### src/design/sf_clock_pkg.sv
// clock divider width, pixel clock tap positions and enable period
`default_nettype none

package sf_clock_pkg;

   // ==================================================
   // 48 MHz divider
   // ==================================================

   // free-running counter, only the low bits are tapped
   localparam int DIV_W = 4;

   // bit 1 toggles every 2 clk: 48 / 4 = 12 MHz
   localparam int PIX12_TAP = 1;

   // bit 2 toggles every 4 clk: 48 / 8 = 6 MHz
   localparam int PIX6_TAP = 2;

   // clk cycles between two 6 MHz enable pulses
   localparam int PIX6_PERIOD = 8;

endpackage

`default_nettype wire

### src/design/sf_logic_pkg.sv
// data widths, shift mode enum and packed control structs for the logic units
`default_nettype none

package sf_logic_pkg;

   localparam int BYTE_W = 8;
   // one ls283 / ls85 stage
   localparam int NIB_W = 4;
   // ls148 code width
   localparam int SEL3_W = 3;

   // ==================================================
   // ls194 select pins S1 S0
   // ==================================================
   typedef enum logic [1:0] {
      SHIFT_HOLD = 2'b00,
      SHIFT_UP   = 2'b01,
      SHIFT_DOWN = 2'b10,
      SHIFT_LOAD = 2'b11
   } shift_mode_e;

   typedef struct packed {
      shift_mode_e       mode;
      logic              ser_up;
      logic              ser_down;
      logic [BYTE_W-1:0] par;
   } shift_ctrl_t;

   // ==================================================
   // decoder and comparator buses
   // ==================================================
   typedef struct packed {
      logic              e3;
      logic              ne1;
      logic              ne2;
      logic [SEL3_W-1:0] sel;
   } dec8_in_t;

   // one half of the ls139
   typedef struct packed {
      logic       ne;
      logic [1:0] sel;
   } dec4_lane_t;

   typedef struct packed {
      dec4_lane_t lane_a;
      dec4_lane_t lane_b;
   } dec4x2_in_t;

   // ls85 cascade inputs and outputs share this layout
   typedef struct packed {
      logic a_lt_b;
      logic a_eq_b;
      logic a_gt_b;
   } cascade_t;

   typedef struct packed {
      logic [SEL3_W-1:0] code_n;
      logic              gs_n;
      logic              eo_n;
   } prio_out_t;

endpackage

`default_nettype wire

### src/design/sf_clock_enable.sv
// 48 MHz divider counter, 12 and 6 MHz pixel clocks and 6 MHz enable pulse
`default_nettype none

module sf_clock_enable
   import sf_clock_pkg::*;
(
   input  logic clk,
   input  logic CR,
   output logic pix12_o,
   output logic pix6_o,
   output logic pix6_cen_o
);

   logic [DIV_W-1:0] div_cnt;
   // 6 MHz bit one clk late, for edge detection
   logic             pix6_q;

   always_ff @(posedge clk or negedge CR)
   begin
      if (!CR)
      begin
         div_cnt    <= '0;
         pix6_q     <= 1'b0;
         pix6_cen_o <= 1'b0;
      end
      else
      begin
         div_cnt    <= div_cnt + DIV_W'(1);
         pix6_q     <= div_cnt[PIX6_TAP];
         // rising edge of the 6 MHz clock
         pix6_cen_o <= div_cnt[PIX6_TAP] & ~pix6_q;
      end
   end

   assign pix12_o = div_cnt[PIX12_TAP];
   assign pix6_o  = div_cnt[PIX6_TAP];

   // ==================================================
   // checks
   // ==================================================

   // single-cycle pulse, then quiet until the next 6 MHz period
   a_cen_spacing : assert property (
      @(posedge clk) disable iff (!CR)
      pix6_cen_o |=> !pix6_cen_o [* PIX6_PERIOD - 1] ##1 pix6_cen_o
   );

endmodule

`default_nettype wire

### src/design/sf_pixel_shifter.sv
// 8-bit universal shift register with pixel clock enable (ls194 pair)
`default_nettype none

module sf_pixel_shifter
   import sf_logic_pkg::*;
(
   input  logic              clk,
   input  logic              CR,
   input  logic              cen_i,
   input  shift_ctrl_t       ctrl_i,
   output logic [BYTE_W-1:0] pixel_o
);

   // ==================================================
   // shift register
   // ==================================================
   always_ff @(posedge clk or negedge CR)
   begin
      if (!CR)
      begin
         pixel_o <= '0;
      end
      else if (cen_i)
      begin
         case (ctrl_i.mode)
            // towards the msb, serial bit enters at bit 0
            SHIFT_UP:
               pixel_o <= {pixel_o[BYTE_W-2:0], ctrl_i.ser_up};
            // towards the lsb, serial bit enters at bit 7
            SHIFT_DOWN:
               pixel_o <= {ctrl_i.ser_down, pixel_o[BYTE_W-1:1]};
            SHIFT_LOAD:
               pixel_o <= ctrl_i.par;
            default:
               pixel_o <= pixel_o;
         endcase
      end
   end

   // ==================================================
   // checks
   // ==================================================

   // nothing moves between pixel enables, whatever the mode
   a_hold_without_cen : assert property (
      @(posedge clk) disable iff (!CR)
      !cen_i |=> (pixel_o == $past(pixel_o))
   );

endmodule

`default_nettype wire

### src/design/sf_select_decoder.sv
// active-low 3-to-8 (ls138) and dual 2-to-4 (ls139) chip-select decoders
`default_nettype none

module sf_select_decoder
   import sf_logic_pkg::*;
(
   input  dec8_in_t          dec8_i,
   input  dec4x2_in_t        dec4_i,
   output logic [BYTE_W-1:0] cs8_n_o,
   output logic [NIB_W-1:0]  cs4a_n_o,
   output logic [NIB_W-1:0]  cs4b_n_o
);

   logic dec8_en;

   // one ls139 half, shared by both lanes
   function automatic logic [NIB_W-1:0] decode_lane(input dec4_lane_t lane);
      logic [NIB_W-1:0] onehot;
      onehot = NIB_W'(1) << lane.sel;
      if (lane.ne)
         decode_lane = '1;
      else
         decode_lane = ~onehot;
   endfunction

   // ==================================================
   // ls138
   // ==================================================

   // E3 high and both active-low enables low
   assign dec8_en = dec8_i.e3 & ~dec8_i.ne1 & ~dec8_i.ne2;

   assign cs8_n_o = dec8_en ? ~(BYTE_W'(1) << dec8_i.sel) : '1;

   // ==================================================
   // ls139
   // ==================================================
   assign cs4a_n_o = decode_lane(dec4_i.lane_a);
   assign cs4b_n_o = decode_lane(dec4_i.lane_b);

   // two selects low at once would mean a bus fight on the board
   always_comb
   begin
      a_cs8_one_low : assert ($onehot0(~cs8_n_o));
      a_cs4a_one_low : assert ($onehot0(~cs4a_n_o));
      a_cs4b_one_low : assert ($onehot0(~cs4b_n_o));
   end

endmodule

`default_nettype wire

### src/design/sf_position_unit.sv
// 8-bit adder built from two 4-bit stages, and 8-bit cascadable magnitude comparator
`default_nettype none

module sf_position_unit
   import sf_logic_pkg::*;
(
   input  logic [BYTE_W-1:0] add_a_i,
   input  logic [BYTE_W-1:0] add_b_i,
   input  logic              carry_i,
   input  logic [BYTE_W-1:0] cmp_a_i,
   input  logic [BYTE_W-1:0] cmp_b_i,
   input  cascade_t          cascade_i,
   output logic [BYTE_W-1:0] sum_o,
   output logic              carry_o,
   output cascade_t          cmp_o
);

   logic             carry_mid;
   logic [NIB_W-1:0] sum_lo;
   logic [NIB_W-1:0] sum_hi;

   // one ls283: returns {carry out, sum}
   function automatic logic [NIB_W:0] add_stage(
      input logic [NIB_W-1:0] a,
      input logic [NIB_W-1:0] b,
      input logic             cin
   );
      add_stage = {1'b0, a} + {1'b0, b} + {{NIB_W{1'b0}}, cin};
   endfunction

   // ==================================================
   // adder, low nibble carries into high nibble
   // ==================================================
   assign {carry_mid, sum_lo} = add_stage(add_a_i[NIB_W-1:0], add_b_i[NIB_W-1:0], carry_i);
   assign {carry_o, sum_hi} = add_stage(add_a_i[BYTE_W-1:NIB_W], add_b_i[BYTE_W-1:NIB_W],
                                        carry_mid);
   assign sum_o = {sum_hi, sum_lo};

   // ==================================================
   // comparator
   // ==================================================
   always_comb
   begin
      cmp_o = '0;
      if (cmp_a_i > cmp_b_i)
         cmp_o.a_gt_b = 1'b1;
      else if (cmp_a_i < cmp_b_i)
         cmp_o.a_lt_b = 1'b1;
      else if (cascade_i.a_eq_b)
         cmp_o.a_eq_b = 1'b1;
      else
      begin
         // ls85 cascade rule: mixed inputs pass through,
         // both low gives both high, both high gives both low
         cmp_o.a_gt_b = ~cascade_i.a_lt_b;
         cmp_o.a_lt_b = ~cascade_i.a_gt_b;
      end
   end

endmodule

`default_nettype wire

### src/design/sf_priority_encoder.sv
// 8-to-3 active-low priority encoder with enable in, group select and enable out (ls148)
`default_nettype none

module sf_priority_encoder
   import sf_logic_pkg::*;
(
   input  logic [BYTE_W-1:0] req_n_i,
   input  logic              ei_n_i,
   output prio_out_t         prio_o
);

   logic [SEL3_W-1:0] top_idx;
   logic              any_req;

   // highest-numbered low request wins
   always_comb
   begin
      top_idx = '0;
      any_req = 1'b0;
      for (int i = 0; i < BYTE_W; i++)
      begin
         if (!req_n_i[i])
         begin
            top_idx = SEL3_W'(i);
            any_req = 1'b1;
         end
      end
   end

   always_comb
   begin
      if (ei_n_i)
      begin
         // disabled chip, everything high
         prio_o = '1;
      end
      else
      begin
         prio_o.code_n = ~top_idx;
         prio_o.gs_n   = ~any_req;
         // lets the next encoder in the chain take over
         prio_o.eo_n   = any_req;
      end
   end

endmodule

`default_nettype wire

### src/design/sf_logic_top.sv
// top level connecting clock enables, pixel shifter, decoders, position unit and encoder
`default_nettype none

module sf_logic_top
   import sf_logic_pkg::*;
(
   input  logic              clk,
   input  logic              CR,
   input  shift_ctrl_t       shift_ctrl_i,
   input  dec8_in_t          dec8_i,
   input  dec4x2_in_t        dec4_i,
   input  logic [BYTE_W-1:0] add_a_i,
   input  logic [BYTE_W-1:0] add_b_i,
   input  logic              carry_i,
   input  logic [BYTE_W-1:0] cmp_a_i,
   input  logic [BYTE_W-1:0] cmp_b_i,
   input  cascade_t          cascade_i,
   input  logic [BYTE_W-1:0] prio_req_n_i,
   input  logic              prio_ei_n_i,
   output logic              pix12_o,
   output logic              pix6_o,
   output logic              pix6_cen_o,
   output logic [BYTE_W-1:0] pixel_o,
   output logic [BYTE_W-1:0] cs8_n_o,
   output logic [NIB_W-1:0]  cs4a_n_o,
   output logic [NIB_W-1:0]  cs4b_n_o,
   output logic [BYTE_W-1:0] sum_o,
   output logic              carry_o,
   output cascade_t          cmp_o,
   output prio_out_t         prio_o
);

   // ==================================================
   // pixel clock domain
   // ==================================================
   sf_clock_enable sf_clock_enable_inst (
      .clk        (clk),
      .CR         (CR),
      .pix12_o    (pix12_o),
      .pix6_o     (pix6_o),
      .pix6_cen_o (pix6_cen_o)
   );

   sf_pixel_shifter sf_pixel_shifter_inst (
      .clk     (clk),
      .CR      (CR),
      .cen_i   (pix6_cen_o),
      .ctrl_i  (shift_ctrl_i),
      .pixel_o (pixel_o)
   );

   // combinational leaves
   sf_select_decoder sf_select_decoder_inst (
      .dec8_i   (dec8_i),
      .dec4_i   (dec4_i),
      .cs8_n_o  (cs8_n_o),
      .cs4a_n_o (cs4a_n_o),
      .cs4b_n_o (cs4b_n_o)
   );

   sf_position_unit sf_position_unit_inst (
      .add_a_i   (add_a_i),
      .add_b_i   (add_b_i),
      .carry_i   (carry_i),
      .cmp_a_i   (cmp_a_i),
      .cmp_b_i   (cmp_b_i),
      .cascade_i (cascade_i),
      .sum_o     (sum_o),
      .carry_o   (carry_o),
      .cmp_o     (cmp_o)
   );

   sf_priority_encoder sf_priority_encoder_inst (
      .req_n_i (prio_req_n_i),
      .ei_n_i  (prio_ei_n_i),
      .prio_o  (prio_o)
   );

endmodule

`default_nettype wire

### config.mk
export PLATFORM = sky130hd
export DESIGN_NAME = sf_logic_top
export DESIGN_NICKNAME = d
export VERILOG_FILES = /design/src/design/sf_clock_pkg.sv /design/src/design/sf_logic_pkg.sv /design/src/design/sf_clock_enable.sv /design/src/design/sf_pixel_shifter.sv /design/src/design/sf_select_decoder.sv /design/src/design/sf_position_unit.sv /design/src/design/sf_priority_encoder.sv /design/src/design/sf_logic_top.sv
export SDC_FILE = /design/constraint.sdc
export NUM_CORES = 1
export LEC_CHECK = 0
export ABC_AREA = 1
export ABC_CLOCK_PERIOD_IN_PS = 3400
export CAP_MARGIN = 5
export CORE_MARGIN = 3
export CORE_UTILIZATION = 30
export CTS_CLUSTER_DIAMETER = 50
export DETAILED_ROUTE_END_ITERATION = 8
export DONT_BUFFER_PORTS = 1
export GPL_TIMING_DRIVEN = 0
export SYNTH_ARGS = -nofsm -noshare
export SYNTH_HDL_FRONTEND = slang
export SYNTH_HIERARCHICAL = 1
export SYNTH_SLANG_ARGS = --single-unit
### constraint.sdc
create_clock -name clk -period 3.4 [get_ports clk]
set_clock_uncertainty 0.05 [all_clocks]
set_input_delay 0.34 -clock clk [delete_from_list [all_inputs] [get_ports clk]]
set_output_delay 0.34 -clock clk [all_outputs]
set_load 0.01 [all_outputs]
; ---- Word-level counts from Yosys, hierarchy flattened
; Index checks and enable logic that the tools add are counted.
[word_totals]
register_bits = 14
output_inout_bits = 44
word_cells = 59
[op_classes]
addsub = 5
order_cmp = 2
eq_ne = 3
shift = 3
n_mux = 27
bitwise_logic = 13
reduce_logical = 2
[op_table]
columns = cell, count
row1 = $pmux W8 S3, 1
row2 = $mux W1, 14
row3 = $mux W3, 4
row4 = $add A4 B4 Y5, 2
row5 = $add A5 B1 Y5, 2
row6 = $gt A8 B8 Y1, 1
row7 = $lt A8 B8 Y1, 1
row8 = $mux W2, 4
row9 = $mux W4, 2
row10 = $mux W8, 1
row11 = $not A4 Y4, 2
row12 = $not A8 Y8, 1
row13 = $shl A1 B2 Y4 const A, 2
row14 = $shl A1 B3 Y8 const A, 1
row15 = $not A1 Y1, 6
row16 = $mux W5, 1
row17 = $add A4 B1 Y4 const B, 1
row18 = $eq A2 B2 Y1 const B, 2
row19 = $and A1 B1 Y1, 3
row20 = $not A3 Y3, 1
row21 = $reduce_bool A3 Y1, 1
row22 = $eq A2 B1 Y1 const B, 1
row23 = $reduce_and A2 Y1, 1

; ---- Logic depth before layout (Yosys ltp)
; Gate-level depths: netlist of run 1.
[logic_depth]
word_depth = 10
mapped_depth = 10
depth_no_buf = 10

; ---- Hierarchy
; The synthesis of run 1 kept the hierarchy.
[modules_own_cells]
columns = mod, n_inst, cells_per_inst, area_per_inst_um2
row1 = sf_position_unit, 1, 76, 536.8
row2 = sf_pixel_shifter, 1, 71, 500.5
row3 = sf_select_decoder, 1, 40, 167.7
row4 = sf_clock_enable, 1, 13, 163.9
row5 = sf_priority_encoder, 1, 20, 90.1

; ---- Worst setup path before layout of run 1
; Ideal clock, no wire load.
[synth_path]
path_type = input port to output port
start = input port add_a_i[0]
end = output port sum_o[6]
t_arrival_ns = 2.173
required_ns = 3.010
path_slack_ns = 0.837
cell_stages = 9
path_buffers = 0
path_cell_list = inv_1 > fa_1 > inv_1 > fa_1 > nand3_1 > nand2_1 > fa_1 > fa_1 > xor2_1
[synth_between]
elab_chain_cells = 3
[synth_lines]
columns = element, line
row1 = "start, declared", sf_logic_top.sv:12  ; input logic [BYTE_W-1:0] add_a_i,
row2 = $add A4 B4 Y5, sf_position_unit.sv:28  ; add_stage = {1'b0, a} + {1'b0, b} + {{NIB_W{1'b0}}, cin};
row3 = $add A5 B1 Y5 (2 in a row), sf_position_unit.sv:28
row4 = "end, declared", sf_logic_top.sv:27  ; output logic [BYTE_W-1:0] sum_o,
; No other way between the ends.

; ---- Final worst setup path of run 1
; Same ends and word-level chain as after synthesis.

==> results of run 1 <==
## worst max path at each step
stage          endpoint  depth (start not counted)  startpoint  slack (ns)
2_1_floorplan  sum_o[6]                          9  add_a_i[0]        0.84
3_3_place_gp   sum_o[6]                          9  add_a_i[0]        0.74
3_5_place_dp   sum_o[6]                          9  add_a_i[0]        0.73
4_1_cts        sum_o[6]                          9  add_a_i[0]        0.73
5_1_grt        sum_o[6]                          9  add_b_i[0]        0.61
6_report       sum_o[6]                          9  add_a_i[0]        0.75
## layout make-up
| class | count | area, um^2 | area share (%) |
|---|---|---|---|
| buffer | 3 | 30.0 | 1.88 |
| clock buffer | 4 | 45.0 | 2.82 |
| inverter | 36 | 138 | 8.63 |
| multi-input combinational | 168 | 966 | 60.5 |
| sequential | 13 | 325 | 20.4 |
| tap | 65 | 81.3 | 5.10 |
| timing repair buffer | 1 | 10.0 | 0.627 |
## flip-flops by register name, indices dropped and copies added (netlist names)
signal	count
sf_pixel_shifter_inst/pixel_o	8
sf_clock_enable_inst/div_cnt	3
sf_clock_enable_inst/pix6_cen_o	1
sf_clock_enable_inst/pix6_q	1
## repair_timing
action / 4_1_cts / 5_1_grt
hold buffers: 1 / 0
buffers inserted: 0 / 0
hold endpoints to repair: 13 / 0
## metrics by stage
step                setup slack (ns)  cells
global placement               0.741    285
floorplan                      0.837    220
CTS                            0.730    290
global route                   0.606    290
detailed placement             0.731    285
finish                         0.746    290
## worst reg2reg max path, cell delays in order, from the launching register on
cell     delay [ns]
dfrtp_1        0.45
o21ai_4        0.17
inv_4          0.10
nand2_1        0.09
nand2_1        0.05
## placed cells by master (no fill, tap or decap), types with 3 or more instances in the layout
master    netlist  routed
nand3_1        37      37
fa_1            4       4
nor2_1         13      13
inv_2           5       5
dfrtp_1        13      13
nand2_1        72      72
inv_1          30      30
a21oi_1         8       8
nor2_2          3       3
ha_1           15      15
nand4_1         3       3
xor2_1          4       4
clkbuf_8        0       3
## power by group through the flow
stage	combinational [mW]	sequential (mW)	clock (mW)
finish	0.153	0.192	0.132
global route	0.177	0.194	0.147
detailed placement	0.151	0.195	0
floorplan	0.132	0.188	0
CTS	0.155	0.193	0.140
global placement	0.149	0.195	0
## cells by family (layout without fill, tap and decap cells)
kind of cell    after synthesis  count (layout)  synth area share, %
simple gates                132             132                 39.5
fa+ha+maj                    19              19                 18.4
flops                        13              13                 22.3
xor+xnor                      4               4                 2.40
compound gates               13              13                 5.92
buf+inv                      39              44                 11.5
## per-layer routing
layer / track usage (%) / up-vias / routed length [um]
met5: 0 / - / 0
met1: 13.4 / 574 / 1450
met4: 2.33 / 0 / 6
li1: - / 707 / -
met3: 3.17 / 2 / 327
met2: 16.3 / 67 / 1540
==> metrics.md, run 1 <==
| Metric | Value |
|---|---|
| Worst Path Class, Setup | `input port to output port` |
| Leading area contributor after synthesis | `dfrtp_1` |
| Die Ht | `75.7 um` |
| Most common cell on crit path | `fa_1` |
| Post-DRT Antenna Nets | `0` |
| CP Launch Type | `input port` |
| Final-report setup violation count | `0` |
| Most numerous cell in the Yosys netlist | `nand2_1` |
| Top cell type's share of synthesized area | `22.3%` |
| I/O Buffers | `0` |
| CTS tree | `done` |
| Power share of the sequential group | `40.3%` |
| Syn Area/Cell | `6.63 um^2` |
| Clk root buf | `clkbuf_8` |
| Psw | `169 uW` |
| Final wirelength | `3.33 mm` |
| DRT Pass-1 Iters | `4` |
| Die ar. | `0.00574 mm^2` |
| Worst rel slew slack | `61.5%` |
| # rows | `24` |
| Max Freq | `377 MHz` |
| Synth cell types | `22` |
| Largest net degree at the start of global routing | `14` |
| CP peak stage delay | `0.41 ns` |
| CTS Buffer Depth | `2` |
| Initial DRC count | `21` |
| P_int | `309 uW` |
| Design area | `0.00160 mm^2` |
| CTS Buf Count | `3` |
| WHS | `0.287 ns` |
| Share of cells above drive strength 1 | `9.78%` |
| Synth top area cells | `dfrtp_1 (22%), nand2_1 (19%), ha_1 (13%), nand3_1 (13%), inv_1 (7.7%)` |
| Worst Max-Slew Pin Slew | `0.576 ns` |
| Syn nets | `310` |
| Worst hold start | `shift_ctrl_i[9]` |
| Die width | `75.7 um` |
| Floorplan Core Area | `0.00453 mm^2` |
| Synth top cells by count | `nand2_1 (72), nand3_1 (37), inv_1 (30)` |
| Fillers | `481` |
| RR Startpoint | `sf_clock_enable_inst/pix6_cen_o` |
| Reg2reg end | `sf_pixel_shifter_inst/pixel_o[7]` |
| Pins Over Slew Limit | `0` |
| Critical path required time | `3.01 ns` |
| Clock Sink Count | `13` |
| Max-capacitance violation count | `0` |
| Pwr Density | `299 mW/mm^2` |
| First-pass GRT wire length | `4.71 mm` |
| Leak | `0.858 nW` |
| GP Congestion | `0.742` |
| Mapped cell area | `0.00146 mm^2` |
| Worst R2R Path Depth | `4` |
| Top FF cell, synth | `dfrtp_1` |
| EDFF count, synth | `0` |
| Status | `finished clean` |
| Vias in the first global route | `1105` |
| Ys async rst share | `100%` |
| Clock Power Share | `27.7%` |
| Sw Ratio | `35.4%` |
| Max VDD drop | `242 uV` |
| Final Power | `478 uW` |
| Starting Density | `32.2%` |
| Area growth syn-to-layout | `9.35%` |
| Avg Vias per Cell | `4.66` |
| CP arrival | `2.26 ns` |
| CTS resizes | `0` |
| Seq/Total Area, Yosys | `22.3%` |
| Setup_tns | `0 ns` |
| Final hold vios | `0` |
| Antenna cells | `0` |
| Final nets | `316` |
| RSZ-0062 raised after global routing | `false` |
| DP Area | `0.00154 mm^2` |
| CP Max Fanout | `2` |
| Gate power share | `32.0%` |
| Residual DRC | `0` |
| Critical path's top delay family | `adder cells` |
| Buf/Inv on CP | `2` |
| Yosys reg bits | `13` |
| WHS Endpoint | `sf_pixel_shifter_inst/pixel_o[0]` |
| Vias | `1350` |
| Half-perimeter wire length after placement | `2.84 mm` |
| Period utilization | `78.1%` |
| Global route overflow | `0` |
| Worst Setup End Kind | `output port` |
| Cells after Synth | `220` |
| CP cell instances | `inv_1, fa_1, inv_1, fa_1, nand3_1, nand2_1, fa_1, fa_1, xor2_1` |
| CTS clk-pin slew, worst paths | `0.05 ns` |
| Avg WL per Cell | `11.5 um` |
| Antenna violations before repair | `0` |
| Worst-Skew Late Latency | `0.23 ns` |
| Final core utilization | `35.2%` |
| GR Util All Layers | `10.2%` |
| H-tree Lvls | `1` |
| I/O Pins | `115` |
| Crit path time final | `2.65 ns` |
| Min-Delay Path Depth | `4` |
| R2r setup slk | `2.39 ns` |
| Ys Warns | `6` |
| Tightest Hold Check Type | `input port to flip-flop` |
| Worst path slowest cell | `fa_1` |
(Power assumes the default switching activity.)
==> run 2: changes to the inputs <==
- ABC_AREA: 1 -> 0
- ABC_CLOCK_PERIOD_IN_PS: 3400 -> 2260
- clock period: 3.4 -> 2.26 ns (I/O delays scaled with it)
==> run 2 against run 1 <==
The flow now finishes with violations (negative setup slack). Critical path type unchanged. Count of clock-buffer cells in the layout stayed put. Non-clock buffer count is 8 higher. Die area fell by 0.95%. Synthesized cell count decreased by 22%. Largest cell class unchanged.
==> metrics.md, run 2 <==
| Metric | Value |
|---|---|
| Status | `complete, but fails checks` |
| Failing checks | `negative setup slack` |
| Area growth syn-to-layout | `15.4%` |
| RSZ-0062 raised after global routing | `true` |
| Max Freq | `406 MHz` |
| Leading area contributor after synthesis | `dfrtp_1` |
| Clk root buf | `clkbuf_8` |
| GR Util All Layers | `10.5%` |
| Cells after Synth | `172` |
| Mapped cell area | `0.00144 mm^2` |
| H-tree Lvls | `1` |
| WHS | `0.189 ns` |
| Avg Vias per Cell | `5.54` |
| CTS Buffer Depth | `2` |
| Synth top area cells | `dfrtp_1 (23%), ha_1 (13%), inv_1 (5.7%), fa_1 (5.5%), a21o_1 (4.2%)` |
| Worst Setup End Kind | `output port` |
| Crit path time final | `2.47 ns` |
| Pins Over Slew Limit | `0` |
| Syn Area/Cell | `8.39 um^2` |
| I/O Pins | `115` |
| Synth top cells by count | `inv_1 (22), ha_1 (15), dfrtp_1 (13), nand2_1 (13), nor2_1 (13)` |
| Max VDD drop | `360 uV` |
| Antenna cells | `0` |
| Biggest regs | `sf_pixel_shifter_inst/pixel_o: 8 flops, sf_clock_enable_inst/div_cnt: 3 flops` |
| Starting Density | `32.1%` |
| Top FF cell, synth | `dfrtp_1` |
| Final hold vios | `0` |
| Commonest cells after routing, fill and taps aside | `inv_1 (18), ha_1 (15), dfrtp_1 (13), nor2_1 (13), nand2_1 (13)` |
| CTS tree | `done` |
| Synth cell types | `38` |
| Worst rel slew slack | `59.6%` |
| Setup_tns | `-0.564 ns` |
| Half-perimeter wire length after placement | `2.84 mm` |
| CTS Buf Count | `3` |
| Seq/Total Area, Yosys | `22.5%` |
| Clock Sink Count | `13` |
| Max reg flops | `8` |
| CTS clk-pin slew, worst paths | `0.06 ns` |
| CP arrival | `2.19 ns` |
| CP Max Fanout | `2` |
| Yosys reg bits | `13` |
| Vias | `1296` |
| Critical path required time | `1.98 ns` |
| Tightest Hold Check Type | `input port to flip-flop` |
| GP Congestion | `0.747` |
| Final-report setup violation count | `4` |
| Antenna violations before repair | `0` |
| Final core utilization | `37.0%` |
| Syn nets | `262` |
| EDFF count, synth | `0` |
| Most numerous cell in the Yosys netlist | `inv_1` |
| Worst-Skew Late Latency | `0.25 ns` |
| Largest Register | `sf_pixel_shifter_inst/pixel_o` |
| Avg WL per Cell | `14.7 um` |
| DP Worst Slack | `-0.313 ns` |
| Largest net degree at the start of global routing | `14` |
| Floorplan Core Area | `0.00450 mm^2` |
| Pwr Density | `469 mW/mm^2` |
| Fillers | `462` |
| Ys async rst share | `100%` |
| Final wirelength | `3.44 mm` |
| Most common cell after layout, fill and taps aside | `inv_1` |
| CP Launch Type | `input port` |
| Die width | `75.4 um` |
| I/O Buffers | `0` |
| Worst Max-Slew Pin Slew | `0.605 ns` |
| Period utilization | `109%` |
| DRT Pass-1 Iters | `4` |
| Max-capacitance violation count | `0` |
| Post-DRT Antenna Nets | `0` |
| Vias in the first global route | `1094` |
| Die ar. | `0.00568 mm^2` |
| Share of cells above drive strength 1 | `15.9%` |
| Leak | `0.780 nW` |
| Residual DRC | `0` |
| Final nets | `273` |
| Global route overflow | `0` |
| # rows | `24` |
| Initial DRC count | `23` |
| Top cell type's share of synthesized area | `22.5%` |
| Die Ht | `75.4 um` |
| Worst Path Class, Setup | `input port to output port` |
| Ys Warns | `6` |
| First-pass GRT wire length | `4.69 mm` |
| Worst setup margin | `-0.206 ns` |
-- run 2: changes by cell type in the layout (fill, tap and decap cells not counted), moves of 6 or more --
cell	before	now
nand2_1	72	13
nand3_1	37	5
inv_1	30	18
a21o_1	1	8
nand3b_1	0	6
o21a_1	0	6
-- run 2: critical path: stages --
cell and delay [ns]:
clkinv_16 0.02, fa_2 0.18, inv_2 0.04, fa_2 0.34, a21o_1 0.16, a21o_1 0.16, fa_2 0.35, fa_2 0.35
a21o_1 0.16, a21o_1 0.20
-- run 2: routing by layer --
layer | GRT usage, % | share of wire [%] | vias up
li1 | - | - | 623
met1 | 13.9 | 40 | 595
met2 | 16.7 | 48 | 74
met3 | 2.64 | 11 | 4
met4 | 3.50 | 0.99 | 0
met5 | 0 | 0 | -
-- run 2: worst paths after layout --
check                                           startpoint                          endpoint  slack [ns]  cells past startpoint
setup / recovery                                add_a_i[0]                           carry_o       -0.21                     10
hold / removal                             shift_ctrl_i[7]  sf_pixel_shifter_inst/pixel_o[7]        0.19                      3
setup reg to reg           sf_clock_enable_inst/pix6_cen_o  sf_pixel_shifter_inst/pixel_o[6]        0.95                      5
hold reg to reg                sf_clock_enable_inst/pix6_q   sf_clock_enable_inst/pix6_cen_o        0.34                      1
max in group asynchronous                               CR       sf_clock_enable_inst/pix6_q        1.38                      1
min in group asynchronous                               CR  sf_pixel_shifter_inst/pixel_o[5]        0.38                      1
-- run 2: timing repair --
action,CTS,global route
endpoints found under the hold margin,13,0
hold buffers,1,0
gates cloned,0,0
pin swaps,8,7
buffers inserted,3,2
endpoints found under the setup margin,4,4
gates resized for setup,2,4
-- run 2: power breakdown --
group / total (mW) / switching (mW) / internal [mW] / leakage [nW]
Combinational: 0.270 / 0.138 / 0.132 / 0.600
Clock: 0.210 / 0.0854 / 0.125 / 0.0228
Sequential: 0.302 / 0.0427 / 0.259 / 0.157
Total: 0.782 / 0.266 / 0.516 / 0.780
-- run 2: layout make-up --
cell class                 count  area (um^2)  area share [%]
buffer                         6         51.3            3.08
clock buffer                   4         45.0            2.70
inverter                      22          119            7.13
multi-input combinational    131         1010            60.8
sequential                    13          325            19.5
tap                           52         65.1            3.90
timing repair buffer           6         47.5            2.85
-- run 2: cells by family after synthesis --
family | after synthesis | share of synthesized area (%)
flip-flops | 13 | 22.5
AND/OR/NAND/NOR | 62 | 24.4
buffers and inverters | 28 | 9.27
adder cells (fa/ha/maj) | 19 | 18.5
multiplexers | 3 | 2.08
XOR/XNOR | 5 | 3.03
AO/OA/AOI/OAI | 42 | 20.2
-- run 2: stage by stage --
step / area [um^2] / total power, mW / std cells
finish: 1670 / 0.782 / 234
global route: 1670 / 0.833 / 234
CTS: 1630 / 0.789 / 232
detailed placement: 1540 / 0.555 / 224
global placement: 1540 / 0.554 / 224
floorplan: 1480 / 0.512 / 172
==> run 3: changes to the inputs <==
- ABC_CLOCK_PERIOD_IN_PS: 2260 -> 2060
- TNS_END_PERCENT: default -> 20
- clock period: 2.26 -> 2.06 ns (I/O delays scaled with it)
==> run 3 against run 2 <==
The run still ends with negative setup slack left. Via count down 4.1%. Worst setup slack worse by 0.28 ns. Sequential power up 9.9%.
==> metrics.md, run 3 (synthesized netlist as in run 2, its figures left out) <==
| Metric | Value |
|---|---|
| Status | `complete, but fails checks` |
| Failing checks | `negative setup slack` |
| Commonest cells after routing, fill and taps aside | `inv_1 (18), ha_1 (15), dfrtp_1 (13), nor2_1 (13), nand2_1 (13)` |
| Final cell count without fillers | `230` |
| Period utilization | `123%` |
| Design area | `0.00161 mm^2` |
| GP Congestion | `0.708` |
| Max-capacitance violation count | `0` |
| Max Freq | `393 MHz` |
| Pins Over Slew Limit | `0` |
| Critical path required time | `1.80 ns` |
| Antenna violations before repair | `0` |
| DRT Pass-1 Iters | `4` |
| R2r setup slk | `0.78 ns` |
| Max VDD drop | `523 uV` |
| Worst rel slew slack | `58.9%` |
| Residual DRC | `0` |
| Crit path time final | `2.54 ns` |
| Post-DRT Antenna Nets | `0` |
| Largest net degree at the start of global routing | `14` |
| Setup_tns | `-1.45 ns` |
| CP arrival | `2.29 ns` |
| Final hold vios | `0` |
| Pwr Density | `517 mW/mm^2` |
| Worst Max-Slew Pin Slew | `0.615 ns` |
| Area growth syn-to-layout | `11.7%` |
| CTS clk-pin slew, worst paths | `0.06 ns` |
| Vias in the first global route | `1074` |
| CP Launch Type | `input port` |
| H-tree Lvls | `1` |
| Die ar. | `0.00568 mm^2` |
| Share of cells above drive strength 1 | `12.9%` |
| CP Max Fanout | `2` |
| CTS Buffer Depth | `2` |
| Avg WL per Cell | `14.4 um` |
| Worst hold start | `shift_ctrl_i[6]` |
| Final core utilization | `35.8%` |
| Die width | `75.4 um` |
| Final wirelength | `3.31 mm` |
| Worst setup margin | `-0.482 ns` |
| Die Ht | `75.4 um` |
| Worst Path Class, Setup | `input port to output port` |
| Initial DRC count | `22` |
| Worst Setup End Kind | `output port` |
| DP Area | `0.00152 mm^2` |
| Most common cell after layout, fill and taps aside | `inv_1` |
| Clock Sink Count | `13` |
| Avg Vias per Cell | `5.40` |
| CTS Buf Count | `3` |
| Clk root buf | `clkbuf_8` |
| Antenna cells | `0` |
| GR Util All Layers | `9.82%` |
| CTS tree | `done` |
| Final-report setup violation count | `4` |
| Biggest regs | `sf_pixel_shifter_inst/pixel_o: 8 flops, sf_clock_enable_inst/div_cnt: 3 flops` |
| Tightest Hold Check Type | `input port to flip-flop` |
| Placed cells | `224` |
| Leak | `0.752 nW` |
| # rows | `24` |
| First-pass GRT wire length | `4.51 mm` |
| Largest Register | `sf_pixel_shifter_inst/pixel_o` |
| I/O Buffers | `0` |
| DP Worst Slack | `-0.483 ns` |
| Half-perimeter wire length after placement | `2.71 mm` |
| I/O Pins | `115` |
| Worst R2R Path Depth | `5` |
| RSZ-0062 raised after global routing | `true` |
| Starting Density | `32.1%` |
| Min-Delay Path Depth | `3` |
| Reg2reg end | `sf_pixel_shifter_inst/pixel_o[6]` |
| Global route overflow | `0` |
| Fillers | `467` |
| WHS Endpoint | `sf_pixel_shifter_inst/pixel_o[6]` |
| Max reg flops | `8` |
| Worst-Skew Late Latency | `0.24 ns` |
| Floorplan Core Area | `0.00450 mm^2` |
| Vias | `1243` |
| Final nets | `269` |
| RR Startpoint | `sf_clock_enable_inst/pix6_cen_o` |
==> run 3: cell types whose count changed in the layout (fill, tap and decap cells not counted), sizes merged <==
cell	change
buf	-4
clkbuf	-1
clkinv	+2
inv	-1
==> run 3: metal layers <==
layer | wire length (um) | share of wire, % | GRT usage (%)
met5 | 0 | 0 | 0
met4 | 0 | 0 | 0.583
met3 | 340 | 10 | 2.90
met2 | 1620 | 49 | 17.1
met1 | 1350 | 41 | 12.7
==> run 3: worst max-delay path by stage <==
stage,slack (ns),startpoint,endpoint,cells after the start
floorplan,-0.39,add_a_i[0],carry_o,10
global placement,-0.47,add_a_i[0],carry_o,10
detailed placement,-0.48,add_b_i[0],carry_o,10
CTS,-0.48,add_b_i[0],carry_o,10
global route,-0.60,add_a_i[0],carry_o,10
finish,-0.48,add_a_i[0],carry_o,10
==> run 3: metrics by stage <==
stage / hold slack [ns] / power, mW
after floorplan: -0.140 / 0.555
after global placement: -0.139 / 0.599
after detailed placement: -0.139 / 0.604
after CTS: 0.168 / 0.843
after global routing: 0.194 / 0.901
final: 0.171 / 0.835
==> run 3: worst max-delay path: stages <==
cell and delay [ns]:
clkinv_8 0.02, fa_2 0.18, inv_2 0.04, fa_2 0.35
a21o_1 0.18, a21o_1 0.17, fa_2 0.38, fa_2 0.37
a21o_1 0.19, a21o_1 0.19
==> run 3: area by class of cell <==
cell class | count | area, um^2 | area share (%)
buffer | 6 | 51.3 | 3.18
clock buffer | 3 | 41.3 | 2.56
clock inverter | 1 | 5.00 | 0.310
inverter | 22 | 113 | 6.98
multi-input combinational | 131 | 995 | 61.7
sequential | 13 | 325 | 20.2
tap | 52 | 65.1 | 4.03
timing repair buffer | 2 | 17.5 | 1.09
==> run 3: report_power, final <==
part           switching [mW]  leakage [nW]  total (mW)  internal (mW)
Sequential             0.0472         0.157       0.332          0.285
Combinational           0.146         0.569       0.277          0.130
Clock                  0.0924        0.0255       0.226          0.134
Total                   0.286         0.752       0.835          0.549
==> run 3: repair_timing <==
item                                   in CTS  in global routing
endpoints found under the hold margin      13                  0
setup buffers                               0                  1
gates resized for setup                     0                 15
pin swaps                                   0                  8
hold buffers                                1                  0
setup endpoints to repair                   4                  5
